[src/hdl/dac_params.svh]
`ifndef DAC_PARAMS_SVH
`define DAC_PARAMS_SVH

// ----------------------------------------------------------------------
// Sample and batch geometry
// ----------------------------------------------------------------------
`define DAC_DATA_WIDTH 16 // Bits per DAC sample.
`define DAC_BATCH_SIZE 4 // Samples per batch.

// ----------------------------------------------------------------------
// Processor mailbox and DMA
// ----------------------------------------------------------------------
`define DAC_MEM_SIZE 16 // Mailbox response words.
`define DAC_DMA_WIDTH 64 // One PWL segment per DMA word.

// ----------------------------------------------------------------------
// Run control
// ----------------------------------------------------------------------
`define DAC_MAX_BURST 15 // Largest nonzero burst size.
`define DAC_PWL_DEPTH 16 // Segment slots in the PWL table.

`endif

[src/hdl/dac_types_pkg.sv]
`include "dac_params.svh"

package dac_types_pkg;

	typedef logic signed [`DAC_DATA_WIDTH-1:0] sample_t;

	// Lane 0 sits in the low bits.
	typedef logic [`DAC_BATCH_SIZE-1:0][`DAC_DATA_WIDTH-1:0] batch_t;

	typedef enum logic [1:0] {
		IDLE,
		SEED,
		TRIG,
		PWL
	} mode_t;

	typedef logic [$clog2(`DAC_DATA_WIDTH)-1:0] scale_t; // Right shift.
	typedef logic [$clog2(`DAC_MAX_BURST):0] burst_t; // Zero runs until halt.

	// One DMA word, upper bits unused.
	typedef struct packed {
		logic [`DAC_DMA_WIDTH-49:0] unused;
		logic [15:0] len_batches;
		sample_t slope;
		sample_t start;
	} pwl_seg_t;

endpackage

[src/hdl/mem_layout_pkg.sv]
`include "dac_params.svh"

package mem_layout_pkg;

	// Index of one mailbox response word.
	typedef logic [$clog2(`DAC_MEM_SIZE)-1:0] id_t;

	// ----------------------------------------------------------------------
	// Seed batch words
	// ----------------------------------------------------------------------
	localparam id_t SEED_BASE_ID = 0; // Lane 0, next lanes follow.
	localparam id_t SEED_VALID_ID = 4; // Nonzero value arms the seed run.

	// ----------------------------------------------------------------------
	// Run triggers
	// ----------------------------------------------------------------------
	localparam id_t TRIG_WAVE_ID = 5; // Ramp source.
	localparam id_t RUN_PWL_ID = 6; // PWL table source.

endpackage

[src/hdl/dac_intf.sv]
`timescale 1ns/1ps
`include "dac_params.svh"

module dac_intf (
	input logic ps_clk,
	input logic reset,
	input logic [`DAC_MEM_SIZE-1:0] fresh_bits,
	input logic [`DAC_MEM_SIZE-1:0][`DAC_DATA_WIDTH-1:0] read_resps,
	input logic halt,
	input dac_types_pkg::scale_t scale_factor_in,
	input dac_types_pkg::burst_t dac_bs_in,
	input logic burst_done,
	input logic pwl_empty,
	output logic dac_intf_rdy,
	output dac_types_pkg::scale_t scale_factor_out,
	output dac_types_pkg::burst_t dac_bs_out,
	output dac_types_pkg::mode_t mode,
	output logic run_start,
	output dac_types_pkg::batch_t seed_batch,
	output dac_types_pkg::batch_t trig_batch
);
	localparam int LANE_BITS = $clog2(`DAC_BATCH_SIZE);

	logic busy;
	logic hit;
	logic consume;
	logic start_ok;
	logic [`DAC_DATA_WIDTH-1:0] word;
	logic [1:0] trig_wait;
	mem_layout_pkg::id_t hit_id;
	mem_layout_pkg::id_t seed_lane;
	dac_types_pkg::mode_t start_mode;
	dac_types_pkg::sample_t ramp_base;

	// ----------------------------------------------------------------------
	// Mailbox scan, lowest index wins
	// ----------------------------------------------------------------------
	always_comb begin
		hit = 1'b0;
		hit_id = '0;
		for (int i = `DAC_MEM_SIZE-1; i >= 0; i--) begin
			if (fresh_bits[i]) begin
				hit = 1'b1;
				hit_id = mem_layout_pkg::id_t'(i);
			end
		end
	end

	assign dac_intf_rdy = ~busy; // Low for the cycle after a word is taken.
	assign consume = hit & dac_intf_rdy;
	assign word = read_resps[hit_id];
	assign seed_lane = hit_id - mem_layout_pkg::SEED_BASE_ID;

	// Map a start word to the run it requests.
	always_comb begin
		start_mode = dac_types_pkg::IDLE;
		case (hit_id)
			mem_layout_pkg::SEED_VALID_ID: begin
				if (word != '0) start_mode = dac_types_pkg::SEED;
			end
			mem_layout_pkg::TRIG_WAVE_ID: start_mode = dac_types_pkg::TRIG;
			mem_layout_pkg::RUN_PWL_ID: begin
				if (!pwl_empty) start_mode = dac_types_pkg::PWL; // Empty table is ignored.
			end
			default: start_mode = dac_types_pkg::IDLE;
		endcase
	end

	assign start_ok = consume && (mode == dac_types_pkg::IDLE) &&
		(start_mode != dac_types_pkg::IDLE);

	// ----------------------------------------------------------------------
	// Mode FSM and configuration latch
	// ----------------------------------------------------------------------
	always_ff @(posedge ps_clk) begin
		if (reset) begin
			busy <= 1'b0;
			mode <= dac_types_pkg::IDLE;
			run_start <= 1'b0;
			scale_factor_out <= '0;
			dac_bs_out <= '0;
		end else begin
			busy <= consume;
			run_start <= start_ok & ~halt;
			if (halt || burst_done) begin
				mode <= dac_types_pkg::IDLE;
			end else if (start_ok) begin
				mode <= start_mode;
			end
			if (mode == dac_types_pkg::IDLE) begin // Runs keep their settings.
				scale_factor_out <= scale_factor_in;
				dac_bs_out <= dac_bs_in;
			end
		end
	end

	// Seed lanes are payload only.
	always_ff @(posedge ps_clk) begin
		if (consume && (seed_lane < `DAC_BATCH_SIZE)) begin
			seed_batch[seed_lane[LANE_BITS-1:0]] <= word;
		end
	end

	// ----------------------------------------------------------------------
	// Ramp counter
	// ----------------------------------------------------------------------
	// The wait covers the two cycles before the output stage emits batch 0.
	always_ff @(posedge ps_clk) begin
		if (reset) begin
			ramp_base <= '0;
			trig_wait <= '0;
		end else if (start_ok) begin
			ramp_base <= '0;
			trig_wait <= 2'd2;
		end else if (trig_wait != '0) begin
			trig_wait <= trig_wait - 2'd1;
		end else if (mode == dac_types_pkg::TRIG) begin
			ramp_base <= ramp_base + `DAC_DATA_WIDTH'(`DAC_BATCH_SIZE); // Wraps at 16 bits.
		end
	end

	always_comb begin
		for (int i = 0; i < `DAC_BATCH_SIZE; i++) begin
			trig_batch[i] = ramp_base + `DAC_DATA_WIDTH'(i);
		end
	end

endmodule

[src/hdl/dac_output_stage.sv]
`timescale 1ns/1ps
`include "dac_params.svh"

module dac_output_stage (
	input logic ps_clk,
	input logic reset,
	input dac_types_pkg::mode_t mode,
	input logic run_start,
	input logic halt,
	input dac_types_pkg::scale_t scale_factor,
	input dac_types_pkg::burst_t burst_size,
	input dac_types_pkg::batch_t seed_batch,
	input dac_types_pkg::batch_t trig_batch,
	input dac_types_pkg::batch_t pwl_batch,
	output logic valid_dac_batch,
	output dac_types_pkg::batch_t dac_batch,
	output dac_types_pkg::burst_t halt_counter,
	output logic advance,
	output logic burst_done
);
	logic start_d1;
	logic active; // A batch is emitted on every edge while set.
	dac_types_pkg::burst_t count;
	dac_types_pkg::batch_t sel_batch;
	dac_types_pkg::batch_t shifted;

	// ----------------------------------------------------------------------
	// Source select and scaling
	// ----------------------------------------------------------------------
	always_comb begin
		case (mode)
			dac_types_pkg::SEED: sel_batch = seed_batch;
			dac_types_pkg::TRIG: sel_batch = trig_batch;
			dac_types_pkg::PWL: sel_batch = pwl_batch;
			default: sel_batch = '0;
		endcase
		for (int i = 0; i < `DAC_BATCH_SIZE; i++) begin
			shifted[i] = $signed(sel_batch[i]) >>> scale_factor; // Sign kept.
		end
	end

	assign advance = active;
	assign burst_done = active && (burst_size != '0) &&
		(dac_types_pkg::burst_t'(count + 1'b1) == burst_size);
	assign halt_counter = count;

	// ----------------------------------------------------------------------
	// Run control and burst count
	// ----------------------------------------------------------------------
	always_ff @(posedge ps_clk) begin
		if (reset) begin
			start_d1 <= 1'b0;
			active <= 1'b0;
			valid_dac_batch <= 1'b0;
			count <= '0;
		end else begin
			start_d1 <= run_start & ~halt;
			if (halt || burst_done) begin
				active <= 1'b0;
			end else if (start_d1) begin
				active <= 1'b1;
			end
			valid_dac_batch <= active & ~halt;
			if (run_start) begin
				count <= '0;
			end else if (active && !halt) begin
				count <= count + 1'b1; // Holds after the burst ends.
			end
		end
	end

	always_ff @(posedge ps_clk) begin
		if (active) dac_batch <= shifted;
	end

endmodule

[src/hdl/dac_subsystem.sv]
`timescale 1ns/1ps
`include "dac_params.svh"

module dac_subsystem (
	input logic ps_clk,
	input logic reset,
	input logic [`DAC_MEM_SIZE-1:0] fresh_bits,
	input logic [`DAC_MEM_SIZE-1:0][`DAC_DATA_WIDTH-1:0] read_resps,
	input logic halt,
	input dac_types_pkg::scale_t scale_factor_in,
	input dac_types_pkg::burst_t dac_bs_in,
	input logic dma_valid,
	input logic dma_last,
	input logic [`DAC_DMA_WIDTH-1:0] dma_data,
	output logic dma_ready,
	output logic dac_intf_rdy,
	output logic pwl_rdy,
	output dac_types_pkg::scale_t scale_factor_out,
	output dac_types_pkg::burst_t dac_bs_out,
	output logic valid_dac_batch,
	output dac_types_pkg::batch_t dac_batch,
	output dac_types_pkg::burst_t halt_counter
);
	dac_types_pkg::mode_t mode;
	dac_types_pkg::batch_t seed_batch;
	dac_types_pkg::batch_t trig_batch;
	dac_types_pkg::batch_t pwl_batch;
	logic run_start;
	logic advance;
	logic burst_done;
	logic pwl_empty;

	dac_intf u_dac_intf (
		.ps_clk(ps_clk), .reset(reset),
		.fresh_bits(fresh_bits), .read_resps(read_resps), .halt(halt),
		.scale_factor_in(scale_factor_in), .dac_bs_in(dac_bs_in),
		.burst_done(burst_done), .pwl_empty(pwl_empty), .dac_intf_rdy(dac_intf_rdy),
		.scale_factor_out(scale_factor_out), .dac_bs_out(dac_bs_out),
		.mode(mode), .run_start(run_start),
		.seed_batch(seed_batch), .trig_batch(trig_batch)
	);

	pwl_gen u_pwl_gen (
		.ps_clk(ps_clk), .reset(reset),
		.mode(mode), .run_start(run_start), .advance(advance),
		.dma_valid(dma_valid), .dma_last(dma_last), .dma_data(dma_data),
		.dma_ready(dma_ready), .pwl_rdy(pwl_rdy), .pwl_empty(pwl_empty),
		.pwl_batch(pwl_batch)
	);

	dac_output_stage u_dac_output_stage (
		.ps_clk(ps_clk), .reset(reset),
		.mode(mode), .run_start(run_start), .halt(halt),
		.scale_factor(scale_factor_out), .burst_size(dac_bs_out), // Latched copies.
		.seed_batch(seed_batch), .trig_batch(trig_batch), .pwl_batch(pwl_batch),
		.valid_dac_batch(valid_dac_batch), .dac_batch(dac_batch),
		.halt_counter(halt_counter), .advance(advance), .burst_done(burst_done)
	);

endmodule

[src/hdl/pwl_gen.sv]
`timescale 1ns/1ps
`include "dac_params.svh"

module pwl_gen (
	input logic ps_clk,
	input logic reset,
	input dac_types_pkg::mode_t mode,
	input logic run_start,
	input logic advance,
	input logic dma_valid,
	input logic dma_last,
	input logic [`DAC_DMA_WIDTH-1:0] dma_data,
	output logic dma_ready,
	output logic pwl_rdy,
	output logic pwl_empty,
	output dac_types_pkg::batch_t pwl_batch
);
	localparam int SEG_BITS = $clog2(`DAC_PWL_DEPTH);
	localparam int CNT_BITS = SEG_BITS + 1;

	dac_types_pkg::pwl_seg_t seg_mem [`DAC_PWL_DEPTH];

	logic [CNT_BITS-1:0] seg_count;
	logic [SEG_BITS-1:0] wr_slot;
	logic pkt_done; // Next transfer starts a fresh table.
	logic idle_q;
	logic dma_xfer;

	logic prime;
	logic shift;
	logic [SEG_BITS-1:0] seg_ptr;
	logic [15:0] b_ptr;
	logic [SEG_BITS-1:0] src_seg;
	logic [15:0] src_b;
	logic src_last_b;
	logic src_last_s;
	dac_types_pkg::pwl_seg_t src_entry;

	dac_types_pkg::sample_t s1_start;
	dac_types_pkg::sample_t s1_slope;
	logic [15:0] s1_base;

	// ----------------------------------------------------------------------
	// Table load from the DMA stream
	// ----------------------------------------------------------------------
	assign dma_ready = idle_q && (mode == dac_types_pkg::IDLE) &&
		(pkt_done || (seg_count < CNT_BITS'(`DAC_PWL_DEPTH)));
	assign dma_xfer = dma_valid & dma_ready;
	assign wr_slot = pkt_done ? '0 : seg_count[SEG_BITS-1:0];
	assign pwl_rdy = pkt_done;
	assign pwl_empty = (seg_count == '0);

	always_ff @(posedge ps_clk) begin
		if (reset) begin
			idle_q <= 1'b0;
			pkt_done <= 1'b1;
			seg_count <= '0;
		end else begin
			idle_q <= (mode == dac_types_pkg::IDLE);
			if (dma_xfer) begin
				pkt_done <= dma_last;
				seg_count <= pkt_done ? CNT_BITS'(1) : seg_count + 1'b1;
			end
		end
	end

	always_ff @(posedge ps_clk) begin
		if (dma_xfer) seg_mem[wr_slot] <= dac_types_pkg::pwl_seg_t'(dma_data);
	end

	// ----------------------------------------------------------------------
	// Segment walk
	// ----------------------------------------------------------------------
	assign shift = (mode == dac_types_pkg::PWL) && (run_start || prime || advance);
	assign src_seg = run_start ? '0 : seg_ptr; // A run always begins at segment 0.
	assign src_b = run_start ? '0 : b_ptr;
	assign src_entry = seg_mem[src_seg];
	assign src_last_b = ({1'b0, src_b} + 17'd1) >= {1'b0, src_entry.len_batches};
	assign src_last_s = ({1'b0, src_seg} + 1'b1) >= seg_count;

	always_ff @(posedge ps_clk) begin
		if (reset) begin
			prime <= 1'b0;
			seg_ptr <= '0;
			b_ptr <= '0;
		end else begin
			prime <= run_start && (mode == dac_types_pkg::PWL); // Second preload step.
			if (shift) begin
				if (src_last_b) begin
					b_ptr <= '0;
					seg_ptr <= src_last_s ? '0 : src_seg + 1'b1;
				end else begin
					b_ptr <= src_b + 16'd1;
					seg_ptr <= src_seg;
				end
			end
		end
	end

	// ----------------------------------------------------------------------
	// Two-stage interpolator
	// ----------------------------------------------------------------------
	always_ff @(posedge ps_clk) begin
		if (shift) begin
			s1_start <= src_entry.start;
			s1_slope <= src_entry.slope;
			s1_base <= src_b * 16'(`DAC_BATCH_SIZE);
			for (int i = 0; i < `DAC_BATCH_SIZE; i++) begin
				pwl_batch[i] <= s1_start + s1_slope * (s1_base + 16'(i)); // Low 16 bits.
			end
		end
	end

endmodule

[config.mk]
export PLATFORM = sky130hd
export DESIGN_NAME = dac_subsystem
export DESIGN_NICKNAME = d
export VERILOG_FILES = /design/src/hdl/dac_types_pkg.sv /design/src/hdl/mem_layout_pkg.sv /design/src/hdl/dac_intf.sv /design/src/hdl/dac_output_stage.sv /design/src/hdl/dac_subsystem.sv /design/src/hdl/pwl_gen.sv
export VERILOG_INCLUDE_DIRS = /design/src /design/src/hdl
export SDC_FILE = /design/constraint.sdc
export NUM_CORES = 2
export LEC_CHECK = 0
export BUFFER_PORTS_ARGS = -buffer_cell sky130_fd_sc_hd__buf_2
export CORE_MARGIN = 8
export CORE_UTILIZATION = 34
export DETAILED_ROUTE_END_ITERATION = 8
export PLACE_DENSITY = 0.49
export SLEW_MARGIN = 0
export SYNTH_ARGS = -nofsm -noshare
export SYNTH_HDL_FRONTEND = slang
export SYNTH_SLANG_ARGS = --single-unit
[constraint.sdc]
create_clock -name ps_clk -period 5.9 [get_ports ps_clk]
set_input_delay 0.295 -clock ps_clk [delete_from_list [all_inputs] [get_ports ps_clk]]
set_output_delay 0.295 -clock ps_clk [all_outputs]
set_load 0.02 [all_outputs]
==> metrics.log <==
INFO  metric io-pin-count = 432
INFO  metric hold_ws = 107 ps
INFO  metric vias = 39.4k
INFO  metric overflow = 0
INFO  metric ys_seq_elements = 1,069
INFO  metric maxClockFrequency = 0.170 GHz
INFO  metric grt_setup_unrepaired = yes
INFO  metric design_area = 68,100 sq um
INFO  metric worstSetupEndpointType = register
INFO  metric max_slew.worst_pin.slew = 1190 ps
INFO  metric design.final.nets = 6,074
INFO  metric timing.final.ws_setup = 23.9 ps
INFO  metric worst-path-max-fanout = 5
INFO  metric ys_seq_area_frac = 0.543
INFO  metric startpoint = u_pwl_gen.s1_base[6]$_DFFE_PP_
INFO  metric routed_via_density = 5.16
INFO  metric vias_in_the_first_global_route = 39.7k
INFO  metric path_clk_slew = 60 ps
INFO  metric synth_cell_type_count = 76
INFO  metric antenna_found_initial = 16
INFO  metric ctsLongestPathBuffers = 3
INFO  metric cts.htree.levels = 3
INFO  metric grt.total_usage = 0.188
INFO  metric ctsRootBufferMaster = sky130_fd_sc_hd__clkbuf_16
INFO  metric site_rows = 151
INFO  metric fillers = 16.2k
INFO  metric p_leak = 25.3 nW
INFO  metric grt_start_max_net_pins = 106
INFO  metric most-common-layout-cells = sky130_fd_sc_hd__edfxtp_1 (1,004), sky130_fd_sc_hd__nand2_1 (586), sky130_fd_sc_hd__buf_2 (415)
INFO  metric status = completed
INFO  metric setup_viol = 0
INFO  metric number_of_nets_in_the_synthesized_netlist = 5,588
INFO  metric finClkSkew = 91.0 ps
INFO  metric max_cap_violations = 0
INFO  metric min-delay-path-class = input port to register
INFO  metric synth_edf_count = 1,004
INFO  metric post-route-period-util = 0.996
INFO  metric cp_data_required_time = 6320 ps
INFO  metric syn-mean-instance-area = 12.0 sq um
INFO  metric ys_async_sr_fraction = 0
INFO  metric dp_hpwl = 120 mm
INFO  metric power_per_cell_area = 241 nW/um^2
INFO  metric die-height = 429 um
INFO  metric clkSinkCount = 1,069
INFO  metric clock_insertion_delay_worst_skew = 760 ps
INFO  metric yosysWarningCount = 0
INFO  metric antenna_violating_nets_post_route = 0
INFO  metric wl = 179 mm
INFO  metric gp_congestion = 0.871
INFO  metric drive_gt1_frac = 0.193
INFO  metric first_pass_grt_wire_length = 265 mm
INFO  metric placement.setup.worst_slack = -115 ps
INFO  metric areaGrowthSynthToFinish = 17.5%
INFO  metric startpoint_of_the_lowest_slack_register_to_register_path = u_pwl_gen.s1_base[6]$_DFFE_PP_
INFO  metric die_width = 429 um
INFO  metric max-slew-margin-rel = 0.199
INFO  metric timing.final.hold_violations = 0
INFO  metric cts_tree = done
INFO  metric design.die.area = 184,000 sq um
INFO  metric routed_wire_length_per_instance = 23.4 um
INFO  metric yosys_most_used_dff = sky130_fd_sc_hd__edfxtp_1
INFO  metric first_iter_violations = 3,049
INFO  metric vdd_drop_max = 241 uV
INFO  metric startpoint_to_endpoint_class_of_the_critical_path = register to register
INFO  metric cts-buffers-inserted = 117
INFO  metric first_pass_iters = 5
INFO  metric layout_commonest_cell = sky130_fd_sc_hd__edfxtp_1
INFO  metric core_region_area = 169,000 sq um
INFO  metric worstPathArrival = 6300 ps
INFO  metric initial_core_util = 0.342
INFO  metric route.detailed.drc = 0
INFO  metric mappedNetlistArea = 57,900 sq um
INFO  metric syn_inst = 4,823
INFO  metric place_area = 63,300 sq um
INFO  metric portBuffers = 415
INFO  metric timing_max_transition_violations_final = 0
INFO  metric hold_path_startpoint = fresh_bits[14]
INFO  metric final_period_minus_worst_setup_slack = 5880 ps
INFO  metric worst_setup_path_start_kind = register
==> what timing repair did <==
| action | 4_1_cts | 5_1_grt |
|---|---|---|
| hold buffers | 65 | 0 |
| buffers inserted | 3 | 5 |
| setup endpoints to repair | 3 | 9 |
| gates resized for setup | 13 | 46 |
| pin swaps | 7 | 37 |
| endpoints found under the hold margin | 782 | 0 |
==> per-layer routing <==
metal	vias up	global-route usage	wire length, um
li1	18400	-	-
met1	19900	0.259	81700
met2	911	0.316	85000
met3	222	0.0277	8120
met4	10	0.0397	3660
met5	-	0	61
==> synth_stat cells, types with 25 or more instances <==
master / number / area (sq um)
sky130_fd_sc_hd__nand2_1: 588 / 2210
sky130_fd_sc_hd__o21ai_0: 173 / 866
sky130_fd_sc_hd__ha_1: 201 / 2510
sky130_fd_sc_hd__dfxtp_1: 65 / 1300
sky130_fd_sc_hd__xnor2_1: 97 / 850
sky130_fd_sc_hd__mux2_2: 176 / 1980
sky130_fd_sc_hd__edfxtp_1: 1004 / 30100
sky130_fd_sc_hd__nand3_1: 131 / 656
sky130_fd_sc_hd__a21oi_1: 304 / 1520
sky130_fd_sc_hd__fa_1: 214 / 4280
sky130_fd_sc_hd__o211ai_1: 25 / 188
sky130_fd_sc_hd__nor2_1: 154 / 578
sky130_fd_sc_hd__a31oi_1: 25 / 156
sky130_fd_sc_hd__and2_1: 50 / 313
sky130_fd_sc_hd__nor3_1: 43 / 215
sky130_fd_sc_hd__a221oi_1: 52 / 455
sky130_fd_sc_hd__o31ai_1: 37 / 278
sky130_fd_sc_hd__buf_1: 38 / 143
sky130_fd_sc_hd__nand2b_1: 30 / 188
sky130_fd_sc_hd__nor2b_1: 88 / 551
sky130_fd_sc_hd__mux2i_1: 243 / 2430
sky130_fd_sc_hd__clkbuf_1: 219 / 822
sky130_fd_sc_hd__a22o_1: 55 / 482
sky130_fd_sc_hd__inv_1: 397 / 1490
sky130_fd_sc_hd__xor2_1: 38 / 333
sky130_fd_sc_hd__o221ai_1: 54 / 473
sky130_fd_sc_hd__a211oi_1: 85 / 638
==> layout make-up <==
class / count / area (sq um) / share of cell area
Sequential cell: 1069 / 31500 / 0.462
Multi-Input combinational cell: 3069 / 24200 / 0.355
Timing Repair Buffer: 654 / 4300 / 0.0632
Clock buffer: 143 / 3050 / 0.0448
Tap cell: 2218 / 2780 / 0.0408
Inverter: 398 / 1500 / 0.0221
Clock inverter: 75 / 764 / 0.0112
Antenna cell: 8 / 20.0 / 0.000294
==> state kept, by name (all words and copies together) (netlist names), 2 cells and up <==
signal / count
u_pwl_gen.seg_mem: 768
u_dac_intf.seed_batch: 64
u_dac_output_stage.dac_batch: 64
u_pwl_gen.pwl_batch: 62
u_pwl_gen.b_ptr: 16
u_pwl_gen.s1_slope: 16
u_pwl_gen.s1_start: 16
u_dac_intf.ramp_base: 14
u_pwl_gen.s1_base: 14
u_dac_intf.dac_bs_out: 5
u_dac_output_stage.halt_counter: 5
u_pwl_gen.seg_count: 5
u_dac_intf.scale_factor_out: 4
u_pwl_gen.seg_ptr: 4
u_dac_intf.mode: 2
u_dac_intf.trig_wait: 2
==> worst paths after layout <==
check	end	slack (ps)	cells past startpoint
max reg2reg	u_pwl_gen.pwl_batch[15]$_DFFE_PP_	20	23
min reg2reg	u_dac_output_stage.advance$_SDFFE_PP0P_	440	2
max	u_pwl_gen.pwl_batch[15]$_DFFE_PP_	20	23
min	u_dac_intf.busy$_SDFF_PP0_	110	5
==> critical path, stage by stage (launching register included) <==
cell and delay [ps]:
sky130_fd_sc_hd__edfxtp_1 480, sky130_fd_sc_hd__buf_6 170, sky130_fd_sc_hd__nand2_1 70, sky130_fd_sc_hd__fa_1 460, sky130_fd_sc_hd__fa_1 540, sky130_fd_sc_hd__inv_2 40
sky130_fd_sc_hd__fa_1 540, sky130_fd_sc_hd__inv_2 40, sky130_fd_sc_hd__fa_1 510, sky130_fd_sc_hd__inv_2 40, sky130_fd_sc_hd__fa_1 520, sky130_fd_sc_hd__inv_2 40
sky130_fd_sc_hd__fa_1 540, sky130_fd_sc_hd__inv_2 50, sky130_fd_sc_hd__ha_4 240, sky130_fd_sc_hd__o21ai_2 50, sky130_fd_sc_hd__nand2b_1 90, sky130_fd_sc_hd__a21o_1 170
sky130_fd_sc_hd__a21oi_2 120, sky130_fd_sc_hd__xnor2_1 130, sky130_fd_sc_hd__ha_1 260, sky130_fd_sc_hd__a21o_1 180, sky130_fd_sc_hd__a31oi_2 160, sky130_fd_sc_hd__xnor2_1 90
==> cells by family after synthesis <==
family | synth area share
and+or+nand+nor | 0.0910
DFF | 0.543
AOI/OAI and AO/OA | 0.105
buffers and inverters | 0.0461
muxes | 0.0770
adders and majority gates | 0.117
xor gates and xnor gates | 0.0204
==> through the flow <==
step                power, mW  TNS, ps  instances   util
detailed placement       9.25     -195       7336  0.374
finish                   16.4        0       7634  0.402
global route             17.0     -466       7632  0.402
floorplan                8.87   -64450       4823      -
CTS                      16.6        0       7622  0.401
global placement         9.24     -193       7336  0.374
==> report_power, final <==
| part | switching, mW | internal, mW | total [mW] |
|---|---|---|---|
| logic | 0.466 | 0.279 | 0.745 |
| registers | 0.0420 | 8.34 | 8.38 |
| clock network | 3.14 | 4.16 | 7.30 |
Power figures use the tool's default switching activity.
